### src/common/bridge_pkg.sv
`default_nettype none

package bridge_pkg;

   // bus widths
   localparam int HOST_ADDR_W  = 30;
   localparam int ADDR_W       = 32;
   localparam int DATA_W       = 32;
   localparam int CSR_ADDR_W   = 3;

   // the profiler keeps one bit per 8 MB region of the 1 GB window
   localparam int PROF_REGIONS = 128;
   localparam int PROF_WORDS   = 4;
   localparam int PROF_IDX_HI  = 29;

   // address map
   localparam int HOST_WIN_BIT = 29;
   localparam logic [ADDR_W-1:0] CORE_DRAM_BASE  = 32'h8000_0000;
   localparam logic [ADDR_W-1:0] MEM_UPPER_LIMIT = 241 * 1024 * 1024;

   // control register word indices
   localparam logic [CSR_ADDR_W-1:0] CSR_CTRL       = 3'd0;
   localparam logic [CSR_ADDR_W-1:0] CSR_DRAM_VALID = 3'd1;
   localparam logic [CSR_ADDR_W-1:0] CSR_DRAM_BASE  = 3'd2;
   localparam logic [CSR_ADDR_W-1:0] CSR_PROF0      = 3'd3;

   typedef struct packed {
      logic [HOST_ADDR_W-1:0] addr;
      logic                   we;
      logic [DATA_W-1:0]      data;
   } host_req_t;

   typedef struct packed {
      logic [ADDR_W-1:0] addr;
      logic              we;
      logic [DATA_W-1:0] data;
   } core_req_t;

   // rebased request headed for the PS DRAM
   typedef struct packed {
      core_req_t req;
      logic      over_limit;
   } dram_req_t;

endpackage

`default_nettype wire

### src/rtl/fp_slice.sv
`default_nettype none

module fp_slice #(
   parameter type payload_t = logic
) (
   input  wire      aclk_i,
   input  wire      rst_i,
   input  wire      payload_t in_i,
   input  wire      in_req_i,
   output logic     in_ack_o,
   output payload_t out_o,
   output logic     out_req_o,
   input  wire      out_ack_i,
   output logic     accept_o
);

   typedef enum logic [1:0] {
      idle_s,
      captured_s,
      sending_s,
      draining_s
   } state_t;

   state_t   state_q;
   state_t   state_d;
   logic     in_ack_q;
   payload_t payload_q;

   // only take a new item once the previous input handshake has fully closed
   assign accept_o  = (state_q == idle_s) && in_req_i && !in_ack_q;
   assign in_ack_o  = in_ack_q;
   assign out_req_o = (state_q == sending_s);
   assign out_o     = payload_q;

   always_comb
   begin
      state_d = state_q;
      case (state_q)
         idle_s:
         begin
            if (accept_o)
               state_d = captured_s;
         end
         captured_s:
            state_d = sending_s;
         sending_s:
         begin
            if (out_ack_i)
               state_d = draining_s;
         end
         default:
         begin
            // wait for the receiver to release its ack
            if (!out_ack_i)
               state_d = idle_s;
         end
      endcase
   end

   always_ff @(posedge aclk_i)
   begin
      if (rst_i)
      begin
         state_q  <= idle_s;
         in_ack_q <= 1'b0;
      end
      else
      begin
         state_q <= state_d;
         if (accept_o)
            in_ack_q <= 1'b1;
         else if (!in_req_i)
            in_ack_q <= 1'b0;
      end
   end

   always_ff @(posedge aclk_i)
   begin
      if (accept_o)
         payload_q <= in_i;
   end

endmodule

`default_nettype wire

### src/rtl/host_xlate_stage.sv
`default_nettype none

module host_xlate_stage (
   input  wire                   aclk_i,
   input  wire                   rst_i,
   input  wire bridge_pkg::host_req_t host_req_i,
   input  wire                   host_req_req_i,
   output logic                  host_req_ack_o,
   output bridge_pkg::core_req_t core_req_o,
   output logic                  core_req_req_o,
   input  wire                   core_req_ack_i
);

   bridge_pkg::core_req_t xlate_req;

   // window 0 of the host lands on core DRAM, window 1 on the core's local space
   always_comb
   begin
      xlate_req.addr = {~host_req_i.addr[bridge_pkg::HOST_WIN_BIT], 3'b000,
                        host_req_i.addr[bridge_pkg::HOST_WIN_BIT-2:0]};
      xlate_req.we   = host_req_i.we;
      xlate_req.data = host_req_i.data;
   end

   fp_slice #(
      .payload_t (bridge_pkg::core_req_t)
   ) i_slice (
      .aclk_i    (aclk_i),
      .rst_i     (rst_i),
      .in_i      (xlate_req),
      .in_req_i  (host_req_req_i),
      .in_ack_o  (host_req_ack_o),
      .out_o     (core_req_o),
      .out_req_o (core_req_req_o),
      .out_ack_i (core_req_ack_i),
      .accept_o  ()
   );

endmodule

`default_nettype wire

### src/dram/dram_profile_stage.sv
`default_nettype none

module dram_profile_stage (
   input  wire                   aclk_i,
   input  wire                   rst_i,
   input  wire                   core_reset_i,
   input  wire bridge_pkg::core_req_t in_i,
   input  wire                   in_req_i,
   output logic                  in_ack_o,
   output bridge_pkg::core_req_t out_o,
   output logic                  out_req_o,
   input  wire                   out_ack_i,
   output logic [bridge_pkg::PROF_REGIONS-1:0] profile_o
);

   localparam int IDX_W = $clog2(bridge_pkg::PROF_REGIONS);

   logic                                  flush;
   logic                                  accept;
   logic [IDX_W-1:0]                      prof_idx;
   logic [bridge_pkg::PROF_REGIONS-1:0]   profile_q;

   // a core reset drops whatever is in flight
   assign flush     = rst_i || core_reset_i;
   assign prof_idx  = in_i.addr[bridge_pkg::PROF_IDX_HI -: IDX_W];
   assign profile_o = profile_q;

   fp_slice #(
      .payload_t (bridge_pkg::core_req_t)
   ) i_slice (
      .aclk_i    (aclk_i),
      .rst_i     (flush),
      .in_i      (in_i),
      .in_req_i  (in_req_i),
      .in_ack_o  (in_ack_o),
      .out_o     (out_o),
      .out_req_o (out_req_o),
      .out_ack_i (out_ack_i),
      .accept_o  (accept)
   );

   // the sticky bitmap keeps one bit per region touched since the last core reset
   always_ff @(posedge aclk_i)
   begin
      if (flush)
         profile_q <= '0;
      else if (accept)
         profile_q[prof_idx] <= 1'b1;
   end

endmodule

`default_nettype wire

### src/dram/dram_rebase_stage.sv
`default_nettype none

module dram_rebase_stage (
   input  wire                   aclk_i,
   input  wire                   rst_i,
   input  wire                   core_reset_i,
   input  wire [bridge_pkg::ADDR_W-1:0] dram_base_i,
   input  wire bridge_pkg::core_req_t in_i,
   input  wire                   in_req_i,
   output logic                  in_ack_o,
   output bridge_pkg::dram_req_t out_o,
   output logic                  out_req_o,
   input  wire                   out_ack_i
);

   logic                          flush;
   logic [bridge_pkg::ADDR_W-1:0] offset;
   bridge_pkg::dram_req_t         rebased;

   assign flush = rst_i || core_reset_i;

   // offset into the core's DRAM window, then moved onto the allocated PS buffer
   assign offset = in_i.addr ^ bridge_pkg::CORE_DRAM_BASE;

   always_comb
   begin
      rebased.req      = in_i;
      rebased.req.addr = offset + dram_base_i;
      // anything past the allocated buffer gets flagged for the host
      rebased.over_limit = (offset >= bridge_pkg::MEM_UPPER_LIMIT);
   end

   // the base is sampled along with the payload, so a late base write cannot
   // tear an item that is already held
   fp_slice #(
      .payload_t (bridge_pkg::dram_req_t)
   ) i_slice (
      .aclk_i    (aclk_i),
      .rst_i     (flush),
      .in_i      (rebased),
      .in_req_i  (in_req_i),
      .in_ack_o  (in_ack_o),
      .out_o     (out_o),
      .out_req_o (out_req_o),
      .out_ack_i (out_ack_i),
      .accept_o  ()
   );

endmodule

`default_nettype wire

### src/rtl/shell_csr.sv
`default_nettype none

module shell_csr (
   input  wire                               aclk_i,
   input  wire                               rst_i,
   input  wire                               csr_we_i,
   input  wire [bridge_pkg::CSR_ADDR_W-1:0]  csr_addr_i,
   input  wire [bridge_pkg::DATA_W-1:0]      csr_wdata_i,
   output logic [bridge_pkg::DATA_W-1:0]     csr_rdata_o,
   input  wire [bridge_pkg::PROF_REGIONS-1:0] profile_i,
   output logic [bridge_pkg::ADDR_W-1:0]     dram_base_o,
   output logic                              core_reset_o
);

   localparam int SEL_W = $clog2(bridge_pkg::PROF_WORDS);

   logic [bridge_pkg::DATA_W-1:0]                         ctrl_q;
   logic [bridge_pkg::DATA_W-1:0]                         dram_valid_q;
   logic [bridge_pkg::DATA_W-1:0]                         dram_base_q;
   logic [bridge_pkg::PROF_WORDS-1:0][bridge_pkg::DATA_W-1:0] prof_words;
   logic [bridge_pkg::CSR_ADDR_W-1:0]                     prof_word;

   assign prof_words = profile_i;
   assign prof_word  = csr_addr_i - bridge_pkg::CSR_PROF0;

   // the core stays in reset until the host sets ctrl bit 0
   assign core_reset_o = rst_i || !ctrl_q[0];
   assign dram_base_o  = dram_base_q;

   always_ff @(posedge aclk_i)
   begin
      if (rst_i)
      begin
         ctrl_q       <= '0;
         dram_valid_q <= '0;
         dram_base_q  <= '0;
      end
      else if (csr_we_i)
      begin
         case (csr_addr_i)
            bridge_pkg::CSR_CTRL:       ctrl_q       <= csr_wdata_i;
            bridge_pkg::CSR_DRAM_VALID: dram_valid_q <= csr_wdata_i;
            bridge_pkg::CSR_DRAM_BASE:  dram_base_q  <= csr_wdata_i;
            default:                    ;
         endcase
      end
   end

   always_comb
   begin
      csr_rdata_o = '0;
      case (csr_addr_i)
         bridge_pkg::CSR_CTRL:       csr_rdata_o = ctrl_q;
         bridge_pkg::CSR_DRAM_VALID: csr_rdata_o = dram_valid_q;
         bridge_pkg::CSR_DRAM_BASE:  csr_rdata_o = dram_base_q;
         default:
         begin
            // profiler slices follow the writable words with the lowest regions first
            if (prof_word < bridge_pkg::PROF_WORDS)
               csr_rdata_o = prof_words[prof_word[SEL_W-1:0]];
         end
      endcase
   end

endmodule

`default_nettype wire

### src/rtl/zynq_bridge_top.sv
`default_nettype none

module zynq_bridge_top (
   input  wire                               aclk_i,
   input  wire                               rst_i,

   // host window accesses into the core
   input  wire bridge_pkg::host_req_t        host_req_i,
   input  wire                               host_req_req_i,
   output logic                              host_req_ack_o,
   output bridge_pkg::core_req_t             core_req_o,
   output logic                              core_req_req_o,
   input  wire                               core_req_ack_i,

   // core DRAM traffic out to the PS memory
   input  wire bridge_pkg::core_req_t        dram_in_i,
   input  wire                               dram_in_req_i,
   output logic                              dram_in_ack_o,
   output bridge_pkg::dram_req_t             dram_out_o,
   output logic                              dram_out_req_o,
   input  wire                               dram_out_ack_i,

   // control registers
   input  wire                               csr_we_i,
   input  wire [bridge_pkg::CSR_ADDR_W-1:0]  csr_addr_i,
   input  wire [bridge_pkg::DATA_W-1:0]      csr_wdata_i,
   output logic [bridge_pkg::DATA_W-1:0]     csr_rdata_o,
   output logic                              core_reset_o
);

   bridge_pkg::core_req_t               prof_req;
   logic                                prof_req_req;
   logic                                prof_req_ack;
   logic [bridge_pkg::PROF_REGIONS-1:0] profile;
   logic [bridge_pkg::ADDR_W-1:0]       dram_base;
   logic                                core_reset;

   assign core_reset_o = core_reset;

   host_xlate_stage i_host_xlate_stage (
      .aclk_i         (aclk_i),
      .rst_i          (rst_i),
      .host_req_i     (host_req_i),
      .host_req_req_i (host_req_req_i),
      .host_req_ack_o (host_req_ack_o),
      .core_req_o     (core_req_o),
      .core_req_req_o (core_req_req_o),
      .core_req_ack_i (core_req_ack_i)
   );

   dram_profile_stage i_dram_profile_stage (
      .aclk_i       (aclk_i),
      .rst_i        (rst_i),
      .core_reset_i (core_reset),
      .in_i         (dram_in_i),
      .in_req_i     (dram_in_req_i),
      .in_ack_o     (dram_in_ack_o),
      .out_o        (prof_req),
      .out_req_o    (prof_req_req),
      .out_ack_i    (prof_req_ack),
      .profile_o    (profile)
   );

   dram_rebase_stage i_dram_rebase_stage (
      .aclk_i       (aclk_i),
      .rst_i        (rst_i),
      .core_reset_i (core_reset),
      .dram_base_i  (dram_base),
      .in_i         (prof_req),
      .in_req_i     (prof_req_req),
      .in_ack_o     (prof_req_ack),
      .out_o        (dram_out_o),
      .out_req_o    (dram_out_req_o),
      .out_ack_i    (dram_out_ack_i)
   );

   shell_csr i_shell_csr (
      .aclk_i       (aclk_i),
      .rst_i        (rst_i),
      .csr_we_i     (csr_we_i),
      .csr_addr_i   (csr_addr_i),
      .csr_wdata_i  (csr_wdata_i),
      .csr_rdata_o  (csr_rdata_o),
      .profile_i    (profile),
      .dram_base_o  (dram_base),
      .core_reset_o (core_reset)
   );

endmodule

`default_nettype wire

### config.mk
export PLATFORM = sky130hd
export DESIGN_NAME = zynq_bridge_top
export DESIGN_NICKNAME = d
export VERILOG_FILES = /design/src/common/bridge_pkg.sv /design/src/rtl/fp_slice.sv /design/src/rtl/host_xlate_stage.sv /design/src/dram/dram_profile_stage.sv /design/src/dram/dram_rebase_stage.sv /design/src/rtl/shell_csr.sv /design/src/rtl/zynq_bridge_top.sv
export SDC_FILE = /design/constraint.sdc
export NUM_CORES = 1
export LEC_CHECK = 0
export ABC_AREA = 1
export BUFFER_PORTS_ARGS = -buffer_cell sky130_fd_sc_hd__buf_2
export CORE_MARGIN = 4
export CORE_UTILIZATION = 56
export DETAILED_ROUTE_END_ITERATION = 8
export GPL_TIMING_DRIVEN = 1
export PLACE_DENSITY = 0.8
export SLEW_MARGIN = 20
export SYNTH_ARGS = -nofsm -noshare
export SYNTH_HDL_FRONTEND = slang
export SYNTH_SLANG_ARGS = --single-unit
### constraint.sdc
create_clock -name aclk_i -period 5.6 [get_ports aclk_i]
set_input_delay 1.4 -clock aclk_i [delete_from_list [all_inputs] [get_ports aclk_i]]
set_output_delay 1.4 -clock aclk_i [all_outputs]
set_load 0.005 [all_outputs]
==> flow_summary.yaml, run 1 <==
placed_design:
  io_buffer_count: 333
  dp_hpwl_mm: 35.5
  place.gp.congestion: 0.957
routing:
  viasPerCell: 5.48
  drt_first_pass_iters: 6
  vias: 15475
  drtIter0Drc: 1563
  detail-route-antenna-nets: 0
  routed_wl_mm: 50.0
  drc: 0
  wl_per_cell_microns: 17.7
logic_synthesis:
  ys_ff_latch: 426
  yosys-top-cells-area: "edfxtp_1 (32%), dfxtp_1 (26%), nand2_1 (12%), a21oi_1 (8.5%), inv_1 (4.2%)"
  netlist_area_sq_um: 18100
  yosysTopAreaCell: "edfxtp_1"
  yosysTopAreaCellShare_pct: 32.0
  synth_edf_count: 193
  yosysUniqueCellTypes: 35
  ys.flop_type: "dfxtp_1"
  synthArstFlopShare_pct: 0
  yosysSeqAreaShare_pct: 57.7
  yosysWarnings: 0
  synthCells: 2083
  avgSynthCellArea_sq_um: 8.70
critical_path:
  slowest_delay_ps: 600
  rr_endpoint: "i_dram_profile_stage.profile_o[16]"
  cp.arrival_ps: 3620
  reg2reg_from: "i_dram_profile_stage.i_slice.state_q[1]"
  worstRegToRegCells: 8
  critPathMaxFanout: 20
  path_cells: "buf_2, inv_2, ha_1, nand2_1, inv_2, nor4_4, buf_4, nand2_1, nand4_1, buf_2"
  startpoint_type: "input port"
  required_ps: 4200
  r2r_slack_ps: 2950
  crit_path_top_delay_cell: "nor4_4"
  end_kind: "output pin"
  cp_top_family: "buffers and inverters"
  cp.buffers_inverters: 5
  worst-setup-path-type: "in2out"
pwr:
  leakagePower_nw: 8.84
  power.density_nw_per_um2: 323
  finalPower_mw: 6.91
  ir_worst_vdd_mv: 0.205
hold_path:
  min_path_type: "reg2reg"
  min_from: "i_dram_profile_stage.i_slice.out_o[26]"
  min_delay_path_depth: 0
  hold_end: "i_dram_rebase_stage.i_slice.out_o[27]"
grt:
  grt_pass1_wl_mm: 77.8
  grt_start_max_net_pins: 104
  grt_pass1_vias: 14184
  grt.total_usage_pct: 27.3
  antenna_found_initial: 6
  grt_overflow_total: 0
die:
  coreArea_sq_um: 31700
  rows: 65
  io_pins: 338
  die_y_microns: 188
  die-area_sq_um: 35300
  die_w_microns: 188
  start_util_pct: 57.1
layout:
  syn_to_final_growth_pct: 18.1
  final_nets: 2599
  drive_above_1_share_pct: 18.4
outcome:
  outcome: "finished clean"
clock_network:
  worstSkewPairLatency_ps: 540
  ctsResizeCount: 0
  cts-htree-levels: 2
  cts_root_buffer: "clkbuf_16"
  cts_tree: "done"
  cts_made_buffers: 43
  cts_buffer_depth: 3
  cts.sinks: 426
  postCtsHoldBufs: 0
  postCtsSetupBuffers: 0
  clk_pin_slew_ps: 60
sta:
  fmax_ghz: 0.199
  maxSlewHeadroom_pct: 20.7
  final.min_clock_period_ps: 5020
  tns_ps: 0
  hold_viol_final: 0
  rsz0062_at_grt: "no"
  finClkSkew_ps: 9.31
  setup_viol: 0
  drv_slew: 0
  tightestPinTransition_ps: 1180
  period_share_pct: 89.6
flow_run:
  drv_cap: 0
==> flip-flops by register name, indices dropped and copies added, names as in the netlist, 32 cells and up <==
register and count:
i_dram_rebase_stage.i_slice.out_o 66, i_dram_profile_stage.i_slice.out_o 65, i_dram_profile_stage.profile_o 128, i_host_xlate_stage.i_slice.out_o 62, i_shell_csr.ctrl_q 32, i_shell_csr.dram_valid_q 32
i_shell_csr.dram_base_o 32
==> how the worst max path moves through the flow <==
stage | from | end | slack, ps | cells past startpoint
after CTS | csr_addr_i[0] | csr_rdata_o[15] | 620 | 10
after global placement | csr_addr_i[0] | csr_rdata_o[12] | 660 | 10
after detailed placement | csr_addr_i[0] | csr_rdata_o[15] | 590 | 10
after global routing | csr_addr_i[0] | csr_rdata_o[14] | 460 | 10
final | csr_addr_i[0] | csr_rdata_o[15] | 580 | 10
after floorplan | host_req_req_i | i_host_xlate_stage.i_slice.out_o[0] | 1060 | 2
==> cell families after synthesis <==
family / synth area share (%)
buffers and inverters: 6.76
AO/OA/AOI/OAI: 11.0
other: 0.0207
adder cells (fa/ha/maj): 3.22
flip-flops: 57.7
AND/OR/NAND/NOR: 20.4
XOR/XNOR: 0.822
==> cell usage in the layout (no fill, tap or decap), types with 37 or more instances in the layout <==
cell	instances
buf_2	333
ha_1	45
edfxtp_1	193
nand4_1	37
clkbuf_16	44
o21ai_0	72
nand3_1	129
a21oi_1	309
inv_1	199
nor2_1	130
dfxtp_1	233
nand2_1	570
==> metrics by stage <==
step	area (sq um)	utilization (%)	worst slack, ps	hold slack [ps]	std cells
4_1_cts	21400	67.4	619	413	2820
5_1_grt	21400	67.5	462	410	2824
2_1_floorplan	18100	-	1060	400	2085
3_3_place_gp	20000	63.2	662	400	2740
3_5_place_dp	20000	63.2	594	405	2740
6_report	21400	67.5	582	409	2824
==> where the power goes <==
group / leakage, nW / internal [mW] / switching, mW
sequential: 3.69 / 3.43 / 0.0521
clock: 0.673 / 1.56 / 1.16
combinational: 4.48 / 0.230 / 0.472
==> layout make-up <==
| class | instances | area, sq um |
|---|---|---|
| fill | 2543 | 10300 |
| clock inverter | 14 | 88.8 |
| inverter | 209 | 786 |
| clock buffer | 66 | 1260 |
| timing repair buffer | 354 | 1820 |
| multi-input combinational | 1349 | 6470 |
| tap | 402 | 503 |
| antenna | 4 | 10.0 |
| sequential | 426 | 10500 |
==> Yosys cell counts, types with 2 or more instances <==
| cell type | number |
|---|---|
| ha_1 | 45 |
| nor4_1 | 2 |
| o21ai_0 | 72 |
| edfxtp_1 | 193 |
| buf_2 | 19 |
| o211ai_1 | 3 |
| a21oi_2 | 2 |
| inv_2 | 5 |
| nand2_1 | 570 |
| nor4_4 | 2 |
| nor3_1 | 6 |
| buf_6 | 3 |
| nor2_1 | 132 |
| dfxtp_1 | 233 |
| a21oi_1 | 309 |
| xor2_1 | 15 |
| inv_1 | 203 |
| xnor2_1 | 2 |
| nand4_1 | 37 |
| buf_4 | 4 |
| clkbuf_1 | 69 |
| nor2_2 | 6 |
| a211oi_1 | 4 |
| nand3_1 | 129 |
| buf_1 | 6 |
| nor3_4 | 2 |
| or2_2 | 2 |
==> metal layers <==
metal | global-route usage, % | vias to the layer above | share of wire [%]
li1 | - | 7484 | -
met4 | 6.78 | 4 | 2.1
met2 | 44.0 | 693 | 47
met3 | 3.95 | 80 | 8.0
met1 | 39.4 | 7214 | 43
met5 | 0 | - | 0.046
No activity file was read; power rests on OpenSTA's default activity.
==> inputs of run 2 (changes only) <==
CORE_ASPECT_RATIO = 1.2   (was not set)
CORE_UTILIZATION = 57   (was 56)
PLACE_DENSITY = 0.81   (was 0.8)
SYNTH_HIERARCHICAL = 1   (was not set)
==> run 2 against run 1 <==
Effect of this change:
- die area grew 6.5%
- wire length grew 5.3%
- global-route usage shrank 0.30 points
- clock skew grew 15 ps
- maximum frequency grew 2.2%
- worst hold slack gained 5.3 ps
- register-to-register slack gained 160 ps
- count of clock-buffer cells in the layout shrank 1
- final area grew 7.2%
- sequential power grew 1%
- sequential share of layout area shrank 2.9 points
- flip-flop and latch count grew 3
- largest cell class unchanged
- largest power group unchanged
- highest routed layer unchanged
==> flow_summary.yaml, run 2 <==
hold_path:
  min_path_type: "reg2reg"
routing:
  drt_first_pass_iters: 7
  vias: 16711
  detail-route-antenna-nets: 0
  drtIter0Drc: 1659
  viasPerCell: 5.10
  routed_wl_mm: 52.7
  drc: 0
  wl_per_cell_microns: 16.1
die:
  coreArea_sq_um: 34100
  io_pins: 338
  die_y_microns: 212
  die-area_sq_um: 37600
  start_util_pct: 57.8
  die_w_microns: 178
  rows: 74
logic_synthesis:
  netlist_area_sq_um: 19700
  synth_edf_count: 196
  yosys-top-cells-area: "edfxtp_1 (30%), dfxtp_1 (24%), nand2_1 (12%), inv_1 (8.2%), nor2_1 (6.8%)"
  synthArstFlopShare_pct: 0
  netlist_top_cells_count: "nand2_1 (652), inv_1 (428), nor2_1 (359)"
  avgSynthCellArea_sq_um: 7.96
  yosysTopAreaCell: "edfxtp_1"
  yosysWarnings: 6
  yosysUniqueCellTypes: 41
  yosysMostFrequentCell: "nand2_1"
  yosysTopAreaCellShare_pct: 29.9
  ys.flop_type: "dfxtp_1"
  ys_ff_latch: 429
  yosysSeqAreaShare_pct: 53.6
  synthCells: 2474
clock_network:
  cts_root_buffer: "clkbuf_16"
  clk_pin_slew_ps: 60
  worstSkewPairLatency_ps: 560
  cts.sinks: 429
  postCtsHoldBufs: 0
  ctsResizeCount: 0
  cts-htree-levels: 2
  cts_buffer_depth: 3
  cts_made_buffers: 41
  postCtsSetupBuffers: 0
  cts_tree: "done"
pwr:
  p_clk_share_pct: 39.3
  ir_worst_vdd_mv: 0.212
  p_int_mw: 5.34
  leakagePower_nw: 10.4
  p_seq_share_pct: 49.8
  finalPower_mw: 7.10
  power.switching_mw: 1.76
  p_sw_share_pct: 24.8
  power.density_nw_per_um2: 310
  combPwrFrac_pct: 10.9
flow_run:
  drv_cap: 0
sta:
  tns_ps: 0
  hold_viol_final: 0
  final.min_clock_period_ps: 4910
  rsz0062_at_grt: "no"
  finClkSkew_ps: 23.9
  drv_slew: 0
  setup_viol: 0
  period_share_pct: 87.7
  maxSlewHeadroom_pct: 39.5
  fmax_ghz: 0.204
  tightestPinTransition_ps: 907
critical_path:
  critPathMaxFanout: 65
  startpoint_type: "input port"
  required_ps: 4200
  worst-setup-path-type: "in2out"
  cp.arrival_ps: 3510
  end_kind: "output pin"
grt:
  antenna_found_initial: 6
  grt_overflow_total: 0
  grt_pass1_vias: 15811
  grt_pass1_wl_mm: 81.2
  grt_start_max_net_pins: 97
  grt.total_usage_pct: 27.0
layout:
  layout_commonest_cell: "nand2_1"
  final_core_util_pct: 67.4
  final_cell_mix: "nand2_1 (652), inv_1 (428), nor2_1 (356)"
  largest_reg_flops: 128
  stdcell_area_sq_um: 22900
  syn_to_final_growth_pct: 16.6
  final_nets: 3002
  drive_above_1_share_pct: 17.9
outcome:
  outcome: "finished clean"
placed_design:
  io_buffer_count: 336
  place_area_sq_um: 21600
  place.gp.congestion: 0.969
  dp_hpwl_mm: 36.9
## run 2: cell families (layout without fill, tap and decap cells)
| logic type | count (synthesis) | after routing | share of synthesized area (%) |
|---|---|---|---|
| flip-flops | 429 | 429 | 53.6 |
| AO/OA/AOI/OAI | 243 | 243 | 6.27 |
| adder cells (fa/ha/maj) | 48 | 48 | 3.09 |
| other | 1 | 7 | 0.0190 |
| XOR/XNOR | 17 | 17 | 0.756 |
| buffers and inverters | 520 | 861 | 10.8 |
| AND/OR/NAND/NOR | 1216 | 1216 | 25.5 |
## run 2: cell type report
class / instances / area (sq um)
tap: 456 / 571
inverter: 438 / 1650
multi-input combinational: 1527 / 7040
fill: 2738 / 11100
antenna: 4 / 10.0
clock inverter: 11 / 90.1
clock buffer: 65 / 1270
sequential: 429 / 10600
timing repair buffer: 347 / 1760
## run 2: final timing paths
| check | startpoint | to | slack, ps | depth (start not counted) |
|---|---|---|---|---|
| max | csr_addr_i[0] | csr_rdata_o[13] | 690 | 8 |
| max reg2reg | i_dram_profile_stage/i_slice/state_q[1] | i_dram_profile_stage/profile_o[95] | 3110 | 8 |
| min reg2reg | i_dram_profile_stage/i_slice/out_o[17] | i_dram_rebase_stage/i_slice/out_o[18] | 410 | 0 |
| min | i_dram_profile_stage/i_slice/out_o[17] | i_dram_rebase_stage/i_slice/out_o[18] | 410 | 0 |
## run 2: through the flow
| stage | worst slack, ps | hold WS (ps) | cells |
|---|---|---|---|
| after detailed placement | 691 | 405 | 3197 |
| final | 690 | 414 | 3277 |
| after global routing | 486 | 418 | 3277 |
| after floorplan | 934 | 400 | 2476 |
| after global placement | 714 | 400 | 3197 |
| after CTS | 686 | 416 | 3273 |
## run 2: power by group through the flow
stage,sequential (mW),clock [mW],combinational (mW)
after floorplan,3.61,0,0.422
after global placement,3.59,0,0.737
after detailed placement,3.60,0,0.761
after CTS,3.54,2.82,0.771
after global routing,3.55,2.95,0.849
final,3.54,2.79,0.777
## run 2: metal layers
layer,up-vias,share of wire [%],GRT usage [%]
li1,8227,-,-
met1,7639,39,32.9
met2,704,50,47.2
met3,137,7.4,4.75
met4,4,4.2,11.5
met5,-,0.040,0
## run 2: critical path, stage by stage
cell	delay (ps)
buf_2	100
buf_4	580
ha_1	290
xnor2_1	120
nor2_4	580
nand2_1	120
nand2_1	160
buf_2	140
==> inputs of run 3 (changes only) <==
CORE_UTILIZATION = 56   (was 57)
PLACE_DENSITY = 0.8   (was 0.81)
SETUP_SLACK_MARGIN = 0.2   (was not set)
SYNTH_HIERARCHICAL = not set   (was 1)
==> run 3 against run 2 <==
Effect of this change:
- worst hold slack improved by 3.0 ps
- via count decreased by 7.5%
- combinational power decreased by 9.1%
- highest routed layer unchanged
- register-to-register slack got worse by 200 ps
- cell count decreased by 14%
- setup slack got worse by 73 ps
- first-iteration DRC count increased by 31%
- sequential power decreased by 1%
- flip-flop and latch count decreased by 3
- largest cell class unchanged
- sequential share of layout area increased by 3.1 points
- final area decreased by 7.0%
- core utilization increased by 0.11 points
==> flow_summary.yaml, run 3 (synthesis results as in run 1) <==
critical_path:
  end_kind: "output pin"
  cp.arrival_ps: 3580
  slowest_delay_ps: 560
  worst-setup-path-type: "in2out"
  path_cells: "buf_2, inv_2, buf_4, ha_1, nand2_1, inv_2, buf_4, nand2_1, nand4_1, buf_2"
  endpoint: "csr_rdata_o[9]"
  setup.worst_path.start: "csr_addr_i[0]"
  worstRegToRegCells: 7
  crit_path_top_delay_cell: "buf_4"
  critPathMaxFanout: 65
  r2r_slack_ps: 2910
  startpoint_type: "input port"
  rr_endpoint: "i_dram_profile_stage.i_slice.out_o[35]"
  required_ps: 4200
  reg2reg_from: "i_dram_profile_stage.i_slice.state_q[0]"
die:
  io_pins: 338
  rows: 71
  die_y_microns: 205
  start_util_pct: 57.3
  die_w_microns: 172
  die-area_sq_um: 35300
  coreArea_sq_um: 31600
pwr:
  ir_worst_vdd_mv: 0.194
  p_int_mw: 5.20
  p_seq_share_pct: 50.7
  combPwrFrac_pct: 10.3
  power.switching_mw: 1.68
  p_sw_share_pct: 24.4
  power.density_nw_per_um2: 322
  p_clk_share_pct: 39.0
  leakagePower_nw: 8.81
layout:
  final_nets: 2593
  fillers: 2538
  layout_commonest_cell: "nand2_1"
  drive_above_1_share_pct: 18.4
  largest_reg_flops: 128
  final_cell_mix: "nand2_1 (569), buf_2 (333), a21oi_1 (309)"
  syn_to_final_growth_pct: 17.8
sta:
  tightestPinTransition_ps: 1050
  final.min_clock_period_ps: 4980
  period_share_pct: 89.0
  fmax_ghz: 0.201
  hold_viol_final: 0
  finClkSkew_ps: 14.7
  drv_slew: 0
  rsz0062_at_grt: "no"
  tns_ps: 0
  setup_viol: 0
  hold_ws_ps: 417
  maxSlewHeadroom_pct: 30.0
routing:
  routed_wl_mm: 50.1
  wl_per_cell_microns: 17.8
  detail-route-antenna-nets: 0
  drt_first_pass_iters: 5
  vias: 15456
  drtIter0Drc: 2165
  viasPerCell: 5.50
  drc: 0
clock_network:
  cts.sinks: 426
  cts_tree: "done"
  ctsResizeCount: 0
  cts_buffer_depth: 3
  cts_made_buffers: 41
  cts_root_buffer: "clkbuf_16"
  clk_pin_slew_ps: 60
  cts-htree-levels: 2
  worstSkewPairLatency_ps: 540
  postCtsSetupBuffers: 0
  postCtsHoldBufs: 0
flow_run:
  drv_cap: 0
grt:
  grt_overflow_total: 0
  grt_start_max_net_pins: 122
  grt.total_usage_pct: 27.6
  antenna_found_initial: 4
  grt_pass1_wl_mm: 76.7
  grt_pass1_vias: 14367
placed_design:
  place.gp.congestion: 0.997
  dp_hpwl_mm: 35.3
  io_buffer_count: 333
outcome:
  outcome: "finished clean"
hold_path:
  min_path_type: "reg2reg"
-- run 3: cell types whose count changed in the layout (fill, tap and decap cells not counted), sizes merged, moves of 4 or more --
cell / change
nor2: -250
a21oi: +174
nor4: +4
nand4: +27
nand2: -126
inv: -227
o21ai: -30
nand3: +23
nor3: -4
clkbuf: -5
a211oi: +4
-- run 3: area by class of cell --
class                   instances  area [sq um]  area share [%]
multi-input cells            1349          6470            30.3
diodes                          2          5.00          0.0235
inverters                     209           786            3.68
clock buffers                  60          1200            5.61
repair buffers                350          1810            8.49
flip-flops and latches        426         10500            49.0
clock inverters                14           109           0.510
well taps                     401           502            2.35
-- run 3: power groups by stage --
| stage | clock network, mW | registers [mW] | logic (mW) |
|---|---|---|---|
| floorplan | 0 | 3.56 | 0.359 |
| global placement | 0 | 3.55 | 0.676 |
| detailed placement | 0 | 3.55 | 0.696 |
| CTS | 2.71 | 3.49 | 0.703 |
| global route | 2.85 | 3.50 | 0.775 |
| finish | 2.68 | 3.49 | 0.706 |
-- run 3: critical path: cells and delay by family --
| family | cells | cell delay, ps |
|---|---|---|
| and+or+nand+nor | 3 | 390 |
| buffers and inverters | 6 | 1470 |
| adders and majority gates | 1 | 260 |
-- run 3: through the flow --
| stage | instance area, sq um | total power [mW] | setup slack, ps | std cells | util, % |
|---|---|---|---|---|---|
| 2_1_floorplan | 18100 | 3.92 | 1060 | 2085 | - |
| 3_3_place_gp | 20000 | 4.22 | 747 | 2735 | 63.3 |
| 3_5_place_dp | 20000 | 4.25 | 703 | 2735 | 63.3 |
| 4_1_cts | 21300 | 6.90 | 657 | 2809 | 67.4 |
| 5_1_grt | 21300 | 7.12 | 498 | 2811 | 67.5 |
| 6_report | 21300 | 6.87 | 617 | 2811 | 67.5 |
-- run 3: layer usage --
metal  up-vias  GRT usage, %  part of all wire [%]
li1       7450             -                     -
met2       698          45.7                    48
met3        89          3.84                   8.0
met4         2          7.53                   2.6
met1      7217          38.1                    41
met5         -             0                 0.026
-- run 3: how the worst min path moves through the flow --
stage / startpoint / endpoint / slack [ps] / cells past startpoint
2_1_floorplan: i_dram_profile_stage.i_slice.out_o[9] / i_dram_rebase_stage.i_slice.out_o[10] / 400 / 0
3_3_place_gp: i_dram_profile_stage.i_slice.out_o[10] / i_dram_rebase_stage.i_slice.out_o[11] / 400 / 0
3_5_place_dp: i_dram_profile_stage.i_slice.out_o[32] / i_dram_rebase_stage.i_slice.out_o[33] / 400 / 0
4_1_cts: i_dram_profile_stage.i_slice.out_o[4] / i_dram_rebase_stage.i_slice.out_o[5] / 420 / 0
5_1_grt: i_dram_profile_stage.i_slice.out_o[4] / i_dram_rebase_stage.i_slice.out_o[5] / 420 / 0
6_report: i_dram_profile_stage.i_slice.out_o[5] / i_dram_rebase_stage.i_slice.out_o[6] / 420 / 0
